[src/hw/gmii_pkg.sv]
package gmii_pkg;

	//////////////////////
	// GMII transmit side

	// One beat of the MAC transmit bus
	typedef struct packed {
		// TX_EN
		logic       en;
		// TX_ER
		logic       er;
		// TXD
		logic [7:0] data;
	} gmii_tx_t;

	// Preamble octet, first byte of every frame
	localparam logic [7:0] GMII_PREAMBLE = 8'h55;

endpackage

[src/hw/pcs_pkg.sv]
package pcs_pkg;

	//////////////////////
	// Code-group level types

	// One octet toward the 8b/10b encoder
	typedef struct packed {
		// K code-group when set, D otherwise
		logic       is_ctl;
		logic [7:0] data;
	} code_group_t;

	// Mode and advertised abilities
	typedef struct packed {
		logic        an_enable;
		logic        sgmii_mode;
		logic [15:0] ability;
	} pcs_cfg_t;

	//////////////////////
	// Special code-group octets

	// Comma, leads every ordered set
	localparam logic [7:0] K28_5 = 8'hbc;
	// Second octet of /C1/
	localparam logic [7:0] D21_5 = 8'hb5;
	// Second octet of /C2/
	localparam logic [7:0] D2_2  = 8'h42;
	// Second octet of /I2/
	localparam logic [7:0] D16_2 = 8'h50;
	// Start, end, carrier extend, error
	localparam logic [7:0] K27_7 = 8'hfb;
	localparam logic [7:0] K29_7 = 8'hfd;
	localparam logic [7:0] K23_7 = 8'hf7;
	localparam logic [7:0] K30_7 = 8'hfe;

	//////////////////////
	// Autoneg and registers

	// MAC side SGMII config word
	localparam logic [15:0] SGMII_CFG_WORD = 16'h4001;
	// Acknowledge bit in the config word
	localparam int ACK_BIT = 14;

	// Register map
	localparam logic [1:0] REG_CTRL    = 2'd0;
	localparam logic [1:0] REG_ABILITY = 2'd1;
	// Control register bits
	localparam int CTRL_AN_ENABLE = 0;
	localparam int CTRL_SGMII     = 1;
	localparam int CTRL_RESTART   = 2;
	// Values after reset, full duplex advertised
	localparam logic [15:0] CTRL_RESET    = 16'h0001;
	localparam logic [15:0] ABILITY_RESET = 16'h0020;

	// Forced config after restart, short for simulation
	localparam int LINK_TIMER_CYCLES = 64;
	localparam int LINK_TIMER_W      = $clog2(LINK_TIMER_CYCLES + 1);

endpackage

[src/hw/pcs_tx_autoneg.sv]
`timescale 1ns/10ps

module pcs_tx_autoneg (
	input  logic              tx_clk,
	input  logic              rst,
	input  pcs_pkg::pcs_cfg_t cfg,
	input  logic              an_restart,
	// Levels from the receive side
	input  logic              an_complete,
	input  logic              partner_ack,
	// End of each config set, from the encapsulator
	input  logic              cfg_set_done,
	// Config sets wanted on the line
	output logic              cfg_active,
	output logic [15:0]       cfg_word,
	// Low for /C1/, high for /C2/
	output logic              c2_next
);

	import pcs_pkg::*;

	// Cycles of forced config left
	logic [LINK_TIMER_W-1:0] link_timer;
	logic                    timer_run;

	assign timer_run = (link_timer != '0);

	//////////////////////
	// Link timer

	// Restart reloads, otherwise count down to zero and hold
	always_ff @(posedge tx_clk) begin
		if (rst) begin
			link_timer <= '0;
		end else if (an_restart) begin
			link_timer <= LINK_TIMER_W'(LINK_TIMER_CYCLES);
		end else if (timer_run) begin
			link_timer <= link_timer - 1'b1;
		end
	end

	//////////////////////
	// Config mode

	// Registered so it is low in the first cycle after reset
	// Stays up until autoneg completes and the timer expires
	always_ff @(posedge tx_clk) begin
		if (rst) begin
			cfg_active <= 1'b0;
		end else begin
			cfg_active <= cfg.an_enable && (!an_complete || timer_run);
		end
	end

	//////////////////////
	// Config word

	// Encapsulator latches this at the start of a set
	always_comb begin
		if (cfg.sgmii_mode) begin
			cfg_word = SGMII_CFG_WORD;
		end else begin
			cfg_word = cfg.ability;
			// Ack follows the partner, not the register
			cfg_word[ACK_BIT] = partner_ack;
		end
	end

	//////////////////////
	// /C1/ /C2/ sequencing

	// First set after reset is /C1/
	// Toggle on every finished set so the two strictly alternate
	always_ff @(posedge tx_clk) begin
		if (rst) begin
			c2_next <= 1'b0;
		end else if (cfg_set_done) begin
			c2_next <= ~c2_next;
		end
	end

endmodule

[src/hw/pcs_tx_ctrl_regs.sv]
`timescale 1ns/10ps

module pcs_tx_ctrl_regs (
	input  logic              tx_clk,
	input  logic              rst,
	// Single-cycle write strobe
	input  logic              reg_wr,
	input  logic [1:0]        reg_addr,
	input  logic [15:0]       reg_wdata,
	// Mode and abilities toward autoneg and encapsulator
	output pcs_pkg::pcs_cfg_t cfg,
	// One pulse per restart request
	output logic              an_restart
);

	import pcs_pkg::*;

	// Address decode
	logic wr_ctrl;
	logic wr_ability;

	assign wr_ctrl    = reg_wr && (reg_addr == REG_CTRL);
	assign wr_ability = reg_wr && (reg_addr == REG_ABILITY);

	//////////////////////
	// Control register

	always_ff @(posedge tx_clk) begin
		if (rst) begin
			cfg.an_enable  <= CTRL_RESET[CTRL_AN_ENABLE];
			cfg.sgmii_mode <= CTRL_RESET[CTRL_SGMII];
		end else if (wr_ctrl) begin
			cfg.an_enable  <= reg_wdata[CTRL_AN_ENABLE];
			cfg.sgmii_mode <= reg_wdata[CTRL_SGMII];
		end
	end

	//////////////////////
	// Ability register

	always_ff @(posedge tx_clk) begin
		if (rst) begin
			cfg.ability <= ABILITY_RESET;
		end else if (wr_ability) begin
			cfg.ability <= reg_wdata;
		end
	end

	//////////////////////
	// Restart strobe

	// Restart bit is never stored
	// Pulse lasts exactly one cycle after the write
	always_ff @(posedge tx_clk) begin
		if (rst) begin
			an_restart <= 1'b0;
		end else begin
			an_restart <= wr_ctrl && reg_wdata[CTRL_RESTART];
		end
	end

	// Addresses 2 and 3 are unmapped, writes there are dropped

endmodule

[src/hw/pcs_tx_encap.sv]
`timescale 1ns/10ps

module pcs_tx_encap (
	input  logic                 tx_clk,
	input  logic                 rst,
	input  gmii_pkg::gmii_tx_t   gmii_tx,
	// Config request and word from autoneg
	input  logic                 cfg_active,
	input  logic [15:0]          cfg_word,
	input  logic                 c2_next,
	// High with the last octet of each config set
	output logic                 cfg_set_done,
	output pcs_pkg::code_group_t pcs_tx
);

	import gmii_pkg::*;
	import pcs_pkg::*;

	typedef enum logic [2:0] {
		ST_IDLE,
		ST_CONFIG,
		ST_START,
		ST_DATA,
		ST_END,
		ST_EXTEND
	} state_t;

	// GMII delay line, stage 0 is the input register
	gmii_tx_t    dly [3];
	// Data source for the frame body
	gmii_tx_t    tap;
	logic        frame_start;

	state_t      state;
	state_t      nxt_state;
	// Parity of the octet now on pcs_tx
	logic        slot_odd;
	logic        next_even;
	// Octet index inside a config set
	logic [1:0]  oct;
	logic [1:0]  nxt_oct;
	// Frame started one slot late, body comes from stage 2
	logic        slip;
	logic        nxt_slip;
	logic        nxt_done;
	logic        capture;
	code_group_t nxt_cg;
	// Config word held for the whole set
	logic [15:0] word_q;

	function automatic code_group_t make_cg(input logic ctl, input logic [7:0] octet);
		code_group_t c;
		c.is_ctl = ctl;
		c.data   = octet;
		return c;
	endfunction

	//////////////////////
	// Delay line

	always_ff @(posedge tx_clk) begin
		if (rst) begin
			dly[0] <= '0;
			dly[1] <= '0;
			dly[2] <= '0;
		end else begin
			dly[0] <= gmii_tx;
			dly[1] <= dly[0];
			dly[2] <= dly[1];
		end
	end

	// Rising tx_en seen at stage 1
	assign frame_start = dly[1].en && !dly[2].en;
	assign tap         = slip ? dly[2] : dly[1];
	// Next octet lands on an ordered-set boundary
	assign next_even   = slot_odd;

	//////////////////////
	// Next octet

	always_comb begin
		nxt_cg    = make_cg(1'b1, K28_5);
		nxt_state = state;
		nxt_oct   = oct;
		nxt_slip  = slip;
		nxt_done  = 1'b0;
		capture   = 1'b0;
		case (state)
			ST_IDLE: begin
				if (next_even) begin
					if (cfg_active) begin
						// Config wins, a frame rising now is lost
						nxt_state = ST_CONFIG;
						nxt_oct   = 2'd1;
						capture   = 1'b1;
					end else if (frame_start) begin
						// /S/ over the first preamble octet
						nxt_cg    = make_cg(1'b1, K27_7);
						nxt_slip  = 1'b0;
						nxt_state = ST_DATA;
					end
				end else begin
					// Finish the /I2/ before any start
					nxt_cg = make_cg(1'b0, D16_2);
					if (frame_start) begin
						nxt_slip  = 1'b1;
						nxt_state = ST_START;
					end
				end
			end
			ST_CONFIG: begin
				nxt_oct = oct + 2'd1;
				case (oct)
					// c2_next has already toggled by now
					2'd1: nxt_cg = make_cg(1'b0, c2_next ? D2_2 : D21_5);
					2'd2: nxt_cg = make_cg(1'b0, word_q[7:0]);
					default: begin
						nxt_cg    = make_cg(1'b0, word_q[15:8]);
						nxt_done  = 1'b1;
						nxt_state = ST_IDLE;
					end
				endcase
			end
			// Delayed /S/, preamble octet now sits in stage 2
			ST_START: begin
				nxt_cg    = make_cg(1'b1, K27_7);
				nxt_state = ST_DATA;
			end
			ST_DATA: begin
				if (tap.en) begin
					// Errored beat goes out as /V/
					if (tap.er) begin
						nxt_cg = make_cg(1'b1, K30_7);
					end else begin
						nxt_cg = make_cg(1'b0, tap.data);
					end
				end else begin
					nxt_cg    = make_cg(1'b1, K29_7);
					nxt_state = ST_END;
				end
			end
			ST_END: begin
				// /R/ on even slot needs a second one
				nxt_cg    = make_cg(1'b1, K23_7);
				nxt_slip  = 1'b0;
				nxt_state = next_even ? ST_EXTEND : ST_IDLE;
			end
			ST_EXTEND: begin
				nxt_cg    = make_cg(1'b1, K23_7);
				nxt_state = ST_IDLE;
			end
			default: begin
				nxt_state = ST_IDLE;
			end
		endcase
	end

	//////////////////////
	// Output and control registers

	always_ff @(posedge tx_clk) begin
		if (rst) begin
			pcs_tx       <= make_cg(1'b1, K28_5);
			slot_odd     <= 1'b0;
			state        <= ST_IDLE;
			oct          <= 2'd0;
			slip         <= 1'b0;
			cfg_set_done <= 1'b0;
		end else begin
			pcs_tx       <= nxt_cg;
			slot_odd     <= ~slot_odd;
			state        <= nxt_state;
			oct          <= nxt_oct;
			slip         <= nxt_slip;
			cfg_set_done <= nxt_done;
		end
	end

	// Word latched with the comma so a set is never torn
	always_ff @(posedge tx_clk) begin
		if (capture) begin
			word_q <= cfg_word;
		end
	end

endmodule

[src/hw/pcs_tx_top.sv]
`timescale 1ns/10ps

module pcs_tx_top (
	input  logic                 tx_clk,
	input  logic                 rst,
	// Register write port
	input  logic                 reg_wr,
	input  logic [1:0]           reg_addr,
	input  logic [15:0]          reg_wdata,
	// MAC transmit bus
	input  gmii_pkg::gmii_tx_t   gmii_tx,
	// Results from the receive side
	input  logic                 partner_ack,
	input  logic                 an_complete,
	// Toward the 8b/10b encoder
	output pcs_pkg::code_group_t pcs_tx
);

	import pcs_pkg::*;

	pcs_cfg_t    cfg;
	logic        an_restart;
	logic        cfg_active;
	logic [15:0] cfg_word;
	logic        c2_next;
	logic        cfg_set_done;

	//////////////////////
	// Registers

	pcs_tx_ctrl_regs i_regs (
		.tx_clk     (tx_clk),
		.rst        (rst),
		.reg_wr     (reg_wr),
		.reg_addr   (reg_addr),
		.reg_wdata  (reg_wdata),
		.cfg        (cfg),
		.an_restart (an_restart)
	);

	//////////////////////
	// Autoneg transmit side

	pcs_tx_autoneg i_autoneg (
		.tx_clk       (tx_clk),
		.rst          (rst),
		.cfg          (cfg),
		.an_restart   (an_restart),
		.an_complete  (an_complete),
		.partner_ack  (partner_ack),
		.cfg_set_done (cfg_set_done),
		.cfg_active   (cfg_active),
		.cfg_word     (cfg_word),
		.c2_next      (c2_next)
	);

	//////////////////////
	// Encapsulator, owns output alignment

	pcs_tx_encap i_encap (
		.tx_clk       (tx_clk),
		.rst          (rst),
		.gmii_tx      (gmii_tx),
		.cfg_active   (cfg_active),
		.cfg_word     (cfg_word),
		.c2_next      (c2_next),
		.cfg_set_done (cfg_set_done),
		.pcs_tx       (pcs_tx)
	);

endmodule

[config.mk]
export PLATFORM = sky130hd
export DESIGN_NAME = pcs_tx_top
export DESIGN_NICKNAME = d
export VERILOG_FILES = /design/src/hw/gmii_pkg.sv /design/src/hw/pcs_pkg.sv /design/src/hw/pcs_tx_autoneg.sv /design/src/hw/pcs_tx_ctrl_regs.sv /design/src/hw/pcs_tx_encap.sv /design/src/hw/pcs_tx_top.sv
export SDC_FILE = /design/constraint.sdc
export NUM_CORES = 1
export LEC_CHECK = 0
export BUFFER_PORTS_ARGS = -buffer_cell sky130_fd_sc_hd__buf_4
export CAP_MARGIN = 20
export CELL_PAD_IN_SITES_DETAIL_PLACEMENT = 0
export CELL_PAD_IN_SITES_GLOBAL_PLACEMENT = 1
export CORE_ASPECT_RATIO = 0.75
export CORE_UTILIZATION = 46
export DETAILED_ROUTE_END_ITERATION = 6
export PLACE_DENSITY = 0.91
export SLEW_MARGIN = 20
export SYNTH_ARGS = -nofsm -noshare
export SYNTH_HDL_FRONTEND = slang
export SYNTH_SLANG_ARGS = --single-unit
[constraint.sdc]
create_clock -name tx_clk -period 4.76 [get_ports tx_clk]
set_input_delay 0.714 -clock tx_clk [delete_from_list [all_inputs] [get_ports tx_clk]]
set_output_delay 0.714 -clock tx_clk [all_outputs]
set_load 0.01 [all_outputs]
==> key figures, run 1 <==
Global route
  • Vias in the first global route: 2264
  • GRT Residual Overflow: 0
  • GRT Util Overall: between 15 and 20%
  • Largest net degree at the start of global routing: 69
  • Antenna violations before repair: 0
  • First-pass GRT wire length: around 11000 µm

Finish
  • Most frequent cells in the layout: dfxtp_1, nor2b_1, buf_4, nand2_1, a21oi_1
  • Fin area: between 0.004 and 0.005 mm²
  • Multi-input gate area: 0.00142 mm²
  • Ant diodes: 0
  • Area added between synthesis and finish: 16.7%
  • Core Util, Final: 55.6%
  • Final net count: 412
  • Commonest non-fill, non-tap cell in the layout: dfxtp_1
  • Fillers: around 630
  • Share of cells above drive strength 1: between 10% and 20%
  • FF/Latch Area: roughly 0.0020 mm²

Synth
  • Mapped Cells: around 340
  • Synth Register Bits: 90
  • Synth warn: 0
  • Total nets after synthesis: 379
  • Register area share after synthesis: 56.2%
  • Post-Syn Area per Cell: 10.2 µm²
  • Cell variety after synth: 52
  • Async SR Flop Fraction: 0%
  • Post-synth EDFFs: 16
  • Post-Syn Area: 0.00349 mm²
  • Multiplexer share of the synthesized area: 2.37%
  • Post-synthesis adder-cell area fraction: roughly 1.1%
  • XOR/XNOR share of the synthesized area: roughly 1.5%
  • Post-synthesis simple-gate area fraction: 24.1%
  • Compound-Gate Fraction of Synth Area: 11.4%
  • Main flop type after synthesis: dfxtp_1
  • Largest family of logic cells by synthesized area: simple AND/OR/NAND/NOR gates

Floorplanning
  • Die area: ~0.0079 mm²
  • Initial Util: a little under half
  • Top-level I/O count: 42
  • Die Wd: 103 µm
  • Core ar.: between 0.007 and 0.008 mm²
  • Die H: between 70 and 80 µm
  • Site row count: 27

Clocking
  • H-Tree Depth: 3
  • CTS Buffer Depth: 2
  • # Post-CTS Setup Buffers: 0
  • CTS tree: yes
  • # resized after CTS: 0
  • Clock latency on the worst-skew pair: between 300 and 400 ps
  • Hold_buf cts: 0
  • Total clock sinks: 90
  • Clock slew at reported path FFs: roughly 90 ps
  • CTS Buf Count: 9
  • CTS root buf: clkbuf_8

Drt
  • Iter 0 DRT Violations: 113
  • DRC errors left: 0
  • Via/cell ratio: 5.15
  • Pre-antenna DRT Iters: 4
  • Vias: approximately 2500
  • Per-cell routed wire length: ~13 µm
  • Total routed wirelength: 6500 µm
  • Post-DRT Antenna Nets: 0

Critical path
  • Max incr delay on CP: between 600 and 700 ps
  • Critical path launch point type: register
  • Reg2Reg Setup Slack: between 2000 and 3000 ps
  • Reg-to-reg critical path startpoint: i_encap.oct[0]
  • Most common cell on crit path: a221o_1
  • Crit-path slowest cell: nor3_1
  • CP max FO: 8
  • Crit path max-delay family: simple AND/OR/NAND/NOR gates
  • Cells on worst reg2reg path: 6
  • CP Buf/Inv Count: 1
  • Critical path depth: 6
  • Worst EP arrival: around 2400 ps
  • Cell chain of the critical path: inv_1 > ha_1 > nand2_1 > nor3_1 > a221o_1 > a221o_1
  • Setup crit start: i_encap.oct[0]
  • CP Capture Type: register
  • Data required, critical path: around 5100 ps
  • Setup Crit Path Kind: register to register

Placement
  • Port buffer count: 40
  • Post-DP Area: 0.00384 mm²
  • Placer congestion estimate: 0.849
  • HPWL after DPL: 4440 µm

Timing
  • FMAX: roughly 0.47 GHz
  • RSZ-0062 raised after global routing: false
  • Final Hold Vio Count: 0
  • Setup-failing EPs final: 0
  • Slew headroom: 43.5%
  • Final slew viol count: 0
  • Crit share post-route: between 40% and 50%
  • Final Skew: approximately 9.5 ps
  • Worst slew pin tran: between 800 and 900 ps
  • Setup tns final: 0 ps
  • Min Tclk post-route: between 2000 and 2500 ps

Worst hold path
  • Hold Path Depth: 1
  • HP Class: register to register
  • HP Start: i_encap.dly[0][7]

Power and ir drop
  • PwrDens: approximately 500 mW/mm²
  • Pleak: 1.57 nW
  • Peak supply drop: around 0.00021 V

Run
  • Max-Cap Viols: 0

Outcome
  • Status: complete, no violations
[state kept, by name (all words and copies together), names as in the netlist, 2 cells and up]
register	cells
i_autoneg.link_timer	7
i_encap.dly	30
i_encap.oct	2
i_encap.pcs_tx	9
i_encap.state	3
i_encap.word_q	16
i_regs.cfg	17
[through the flow]
stage               cells  hold slack (ps)  power, W  setup WS (ps)
floorplan             343              414   0.00135           2040
global placement      466              429   0.00147           2710
detailed placement    466              423   0.00149           2650
CTS                   482              448   0.00205           2630
global route          482              466   0.00216           2470
finish                482              445   0.00204           2630
[cell usage after synthesis, types with 3 or more instances]
cell | number | share of area, %
a21oi_1 | 25 | 3.6
a221o_1 | 6 | 1.7
a31oi_1 | 5 | 0.90
and3b_1 | 3 | 0.75
clkbuf_1 | 13 | 1.4
dfxtp_1 | 74 | 42
edfxtp_1 | 16 | 14
ha_1 | 3 | 1.1
inv_1 | 8 | 0.86
mux2i_1 | 6 | 1.7
nand2_1 | 40 | 4.3
nand2b_1 | 6 | 1.1
nand3b_1 | 4 | 0.86
nor2_1 | 20 | 2.2
nor2b_1 | 48 | 8.6
nor3_1 | 6 | 0.86
nor3b_1 | 4 | 0.86
nor4_1 | 4 | 0.72
o21ai_0 | 3 | 0.43
xnor2_1 | 4 | 1.0
[cells by family after synthesis]
family	after synthesis
compound gates	58
mux	8
buf+inv	27
flops	90
simple gates	151
xor+xnor	6
fa+ha+maj	3
[where the power goes]
part	switching [W]	internal, W
Sequential	0.0000971	0.000883
Clock	0.000280	0.000284
Combinational	0.000247	0.000246
[metal layers]
| layer | GRT usage [%] | routed length [µm] |
|---|---|---|
| met5 | 0 | 0 |
| met3 | 5.59 | 283 |
| met1 | 25.3 | 3230 |
| met2 | 24.8 | 2860 |
| met4 | 7.43 | 128 |
[worst paths after layout]
check,endpoint
setup / recovery,i_encap.pcs_tx[1]
hold / removal,i_encap.dly[0][17]
setup reg to reg,i_encap.pcs_tx[1]
hold reg to reg,i_encap.dly[0][17]
[layout make-up]
cell class	count	area share [%]
sequential	90	48.2
clock inverter	6	2.00
timing repair buffer	41	7.56
clock buffer	10	3.66
inverter	8	0.737
multi-input combinational	226	34.8
tap	101	3.10
No activity file was read; power rests on OpenSTA's default activity.
==> inputs of run 2 (changes only) <==
CORE_UTILIZATION = 40   (was 46)
PLACE_DENSITY = 0.85   (was 0.91)
clock period = 1.85 ns   (was 4.76 ns; I/O delays follow)
==> key figures, run 2 (synthesis gave the netlist of run 1 again) <==
Outcome
  • Status: complete, no violations

Power and ir drop
  • Peak supply drop: around 0.00073 V
  • Pleak: 1.69 nW
  • Switch Pwr: ~0.0017 W
  • Clock power frac: 29.5%
  • Part of the power in registers: a little over two fifths
  • Sw Share: between 20% and 30%
  • Internal Power: slightly above 0.004 W
  • PwrDens: about 1300 mW/mm²
  • Comb power frac: 26.7%

Floorplanning
  • Top-level I/O count: 42
  • Initial Util: between 40% and 50%
  • Core ar.: 0.00845 mm²
  • Site row count: 29
  • Die Wd: 110 µm
  • Die H: between 80 and 90 µm
  • Die area: about 0.009 mm²

Finish
  • Fillers: approximately 770
  • Largest regs: i_encap.dly: 30 flops, i_regs.cfg: 17 flops, i_encap.word_q: 16 flops
  • Commonest non-fill, non-tap cell in the layout: dfxtp_1
  • Most frequent cells in the layout: dfxtp_1, buf_4, nor2b_1, nand2_1, a21oi_1
  • Core Util, Final: slightly above 50%
  • Multi-input gate area: between 0.001 and 0.0015 mm²
  • Area added between synthesis and finish: 22.9%
  • Final net count: around 430
  • Share of cells above drive strength 1: a little under a quarter
  • FF/Latch Area: 0.00197 mm²
  • Fin area: 0.00429 mm²
  • Ant diodes: 0
  • Max reg flops: 30
  • Final cell count without fillers: 505
  • Register with the most flip-flops: i_encap.dly

Clocking
  • CTS Buf Count: 9
  • CTS tree: yes
  • Clock latency on the worst-skew pair: around 330 ps
  • Hold_buf cts: 0
  • Clock slew at reported path FFs: around 60 ps
  • CTS root buf: clkbuf_16
  • Total clock sinks: 90
  • CTS Buffer Depth: 2
  • H-Tree Depth: 3

Drt
  • Via/cell ratio: between 5 and 6
  • Pre-antenna DRT Iters: 5
  • Vias: about 2500
  • Total routed wirelength: 6740 µm
  • Iter 0 DRT Violations: 117
  • Post-DRT Antenna Nets: 0
  • DRC errors left: 0
  • Per-cell routed wire length: 13.3 µm

Global route
  • GR Util met1: 23.6%
  • Largest net degree at the start of global routing: 27
  • Met2 usage: about 23%
  • GRT Residual Overflow: 0
  • GRT Util Overall: 16.5%
  • Vias in the first global route: about 2400
  • GRT Max-Usage Layer: met1
  • Antenna violations before repair: 0
  • First-pass GRT wire length: ~11000 µm
  • Met3 Track Usage GR: under 10%

Critical path
  • CP max FO: 3
  • Setup crit start: i_autoneg.link_timer[1]
  • Cell chain of the critical path: inv_1 > ha_1 > or3b_4 > or3_2 > a21oi_1 > nor2_1
  • Reg-to-reg critical path startpoint: i_autoneg.link_timer[1]
  • Cells on worst reg2reg path: 6
  • Reg2Reg Setup Slack: 100 ps
  • Crit-path slowest cell: or3b_4
  • Setup Crit Path Kind: register to register
  • CP Capture Type: register
  • CP endpoint: i_autoneg.link_timer[6]
  • Worst r2r dst: i_autoneg.link_timer[6]
  • Critical path launch point type: register
  • Max incr delay on CP: roughly 420 ps
  • Worst EP arrival: 1970 ps
  • Data required, critical path: roughly 2100 ps

Timing
  • Worst slew pin tran: around 580 ps
  • Final Hold Vio Count: 0
  • Final Skew: roughly 3.8 ps
  • Hold_ws: 132 ps
  • Crit share post-route: a little over nine tenths
  • Setup-failing EPs final: 0
  • Final slew viol count: 0
  • Setup tns final: 0 ps
  • FMAX: around 0.57 GHz
  • Slew headroom: about 61%
  • Min Tclk post-route: around 1800 ps
  • RSZ-0062 raised after global routing: false

Worst hold path
  • Hold Path Depth: 2
  • HP Class: input pin to register

Placement
  • Port buffer count: 40
  • Placer congestion estimate: between 0.9 and 1
  • Post-DP Area: 0.00398 mm²
  • HPWL after DPL: about 4800 µm
  • Post-Place Cells: 489

Run
  • Max-Cap Viols: 0
## run 2: cell types whose count changed in the layout (fill, tap and decap cells not counted), sizes merged
| cell | before | now |
|---|---|---|
| clkbuf | 10 | 11 |
| buf | 41 | 57 |
| bufinv | 1 | 0 |
| clkinv | 3 | 4 |
| inv | 10 | 9 |
## run 2: per-layer routing
layer  share of wire, %  wire, µm  up-vias
met5                  0         0        -
met4                1.3        86        0
met3                6.0       404       10
met2                 44      2940       69
met1                 49      3310     1170
li1                   -         -     1280
## run 2: area by class of cell
type / count / area share [%]
sequential: 90 / 45.8
multi-input combinational: 226 / 33.8
timing repair buffer: 57 / 9.98
clock buffer: 11 / 5.66
tap: 108 / 3.15
clock inverter: 5 / 0.904
inverter: 8 / 0.700
## run 2: worst max-delay path: cells and delay by family (launching register included)
| kind | cells | cell delay (ps) |
|---|---|---|
| flip-flops | 1 | 320 |
| AND/OR/NAND/NOR | 3 | 890 |
| buffers and inverters | 1 | 90 |
| AO/OA/AOI/OAI | 1 | 160 |
| adder cells (fa/ha/maj) | 1 | 190 |
## run 2: timing repair
item                       4_1_cts  5_1_grt
gates resized for setup          1        5
setup buffers                    0        0
setup endpoints to repair        7        4
## run 2: per-stage QoR
step                power, W  setup WS [ps]
floorplan            0.00348           32.0
global placement     0.00399          -41.8
detailed placement   0.00403          -42.8
CTS                  0.00572           13.7
global route         0.00604           4.64
finish               0.00570           98.4
## run 2: worst min-delay path by stage
stage	from	endpoint	slack [ps]
5_1_grt	an_complete	i_autoneg.cfg_active	120
4_1_cts	an_complete	i_autoneg.cfg_active	120
6_report	an_complete	i_autoneg.cfg_active	130
2_1_floorplan	an_complete	i_autoneg.cfg_active	370
3_5_place_dp	i_encap.dly[0][4]	i_encap.dly[0][14]	420
3_3_place_gp	i_encap.dly[0][1]	i_encap.dly[0][11]	430
## run 2: power groups by stage
| stage | Clock (W) | Combinational, W | Sequential [W] |
|---|---|---|---|
| after floorplan | 0 | 0.00101 | 0.00247 |
| after global placement | 0 | 0.00146 | 0.00253 |
| after detailed placement | 0 | 0.00150 | 0.00253 |
| after CTS | 0.00172 | 0.00151 | 0.00249 |
| after global routing | 0.00181 | 0.00169 | 0.00253 |
| final | 0.00168 | 0.00152 | 0.00250 |
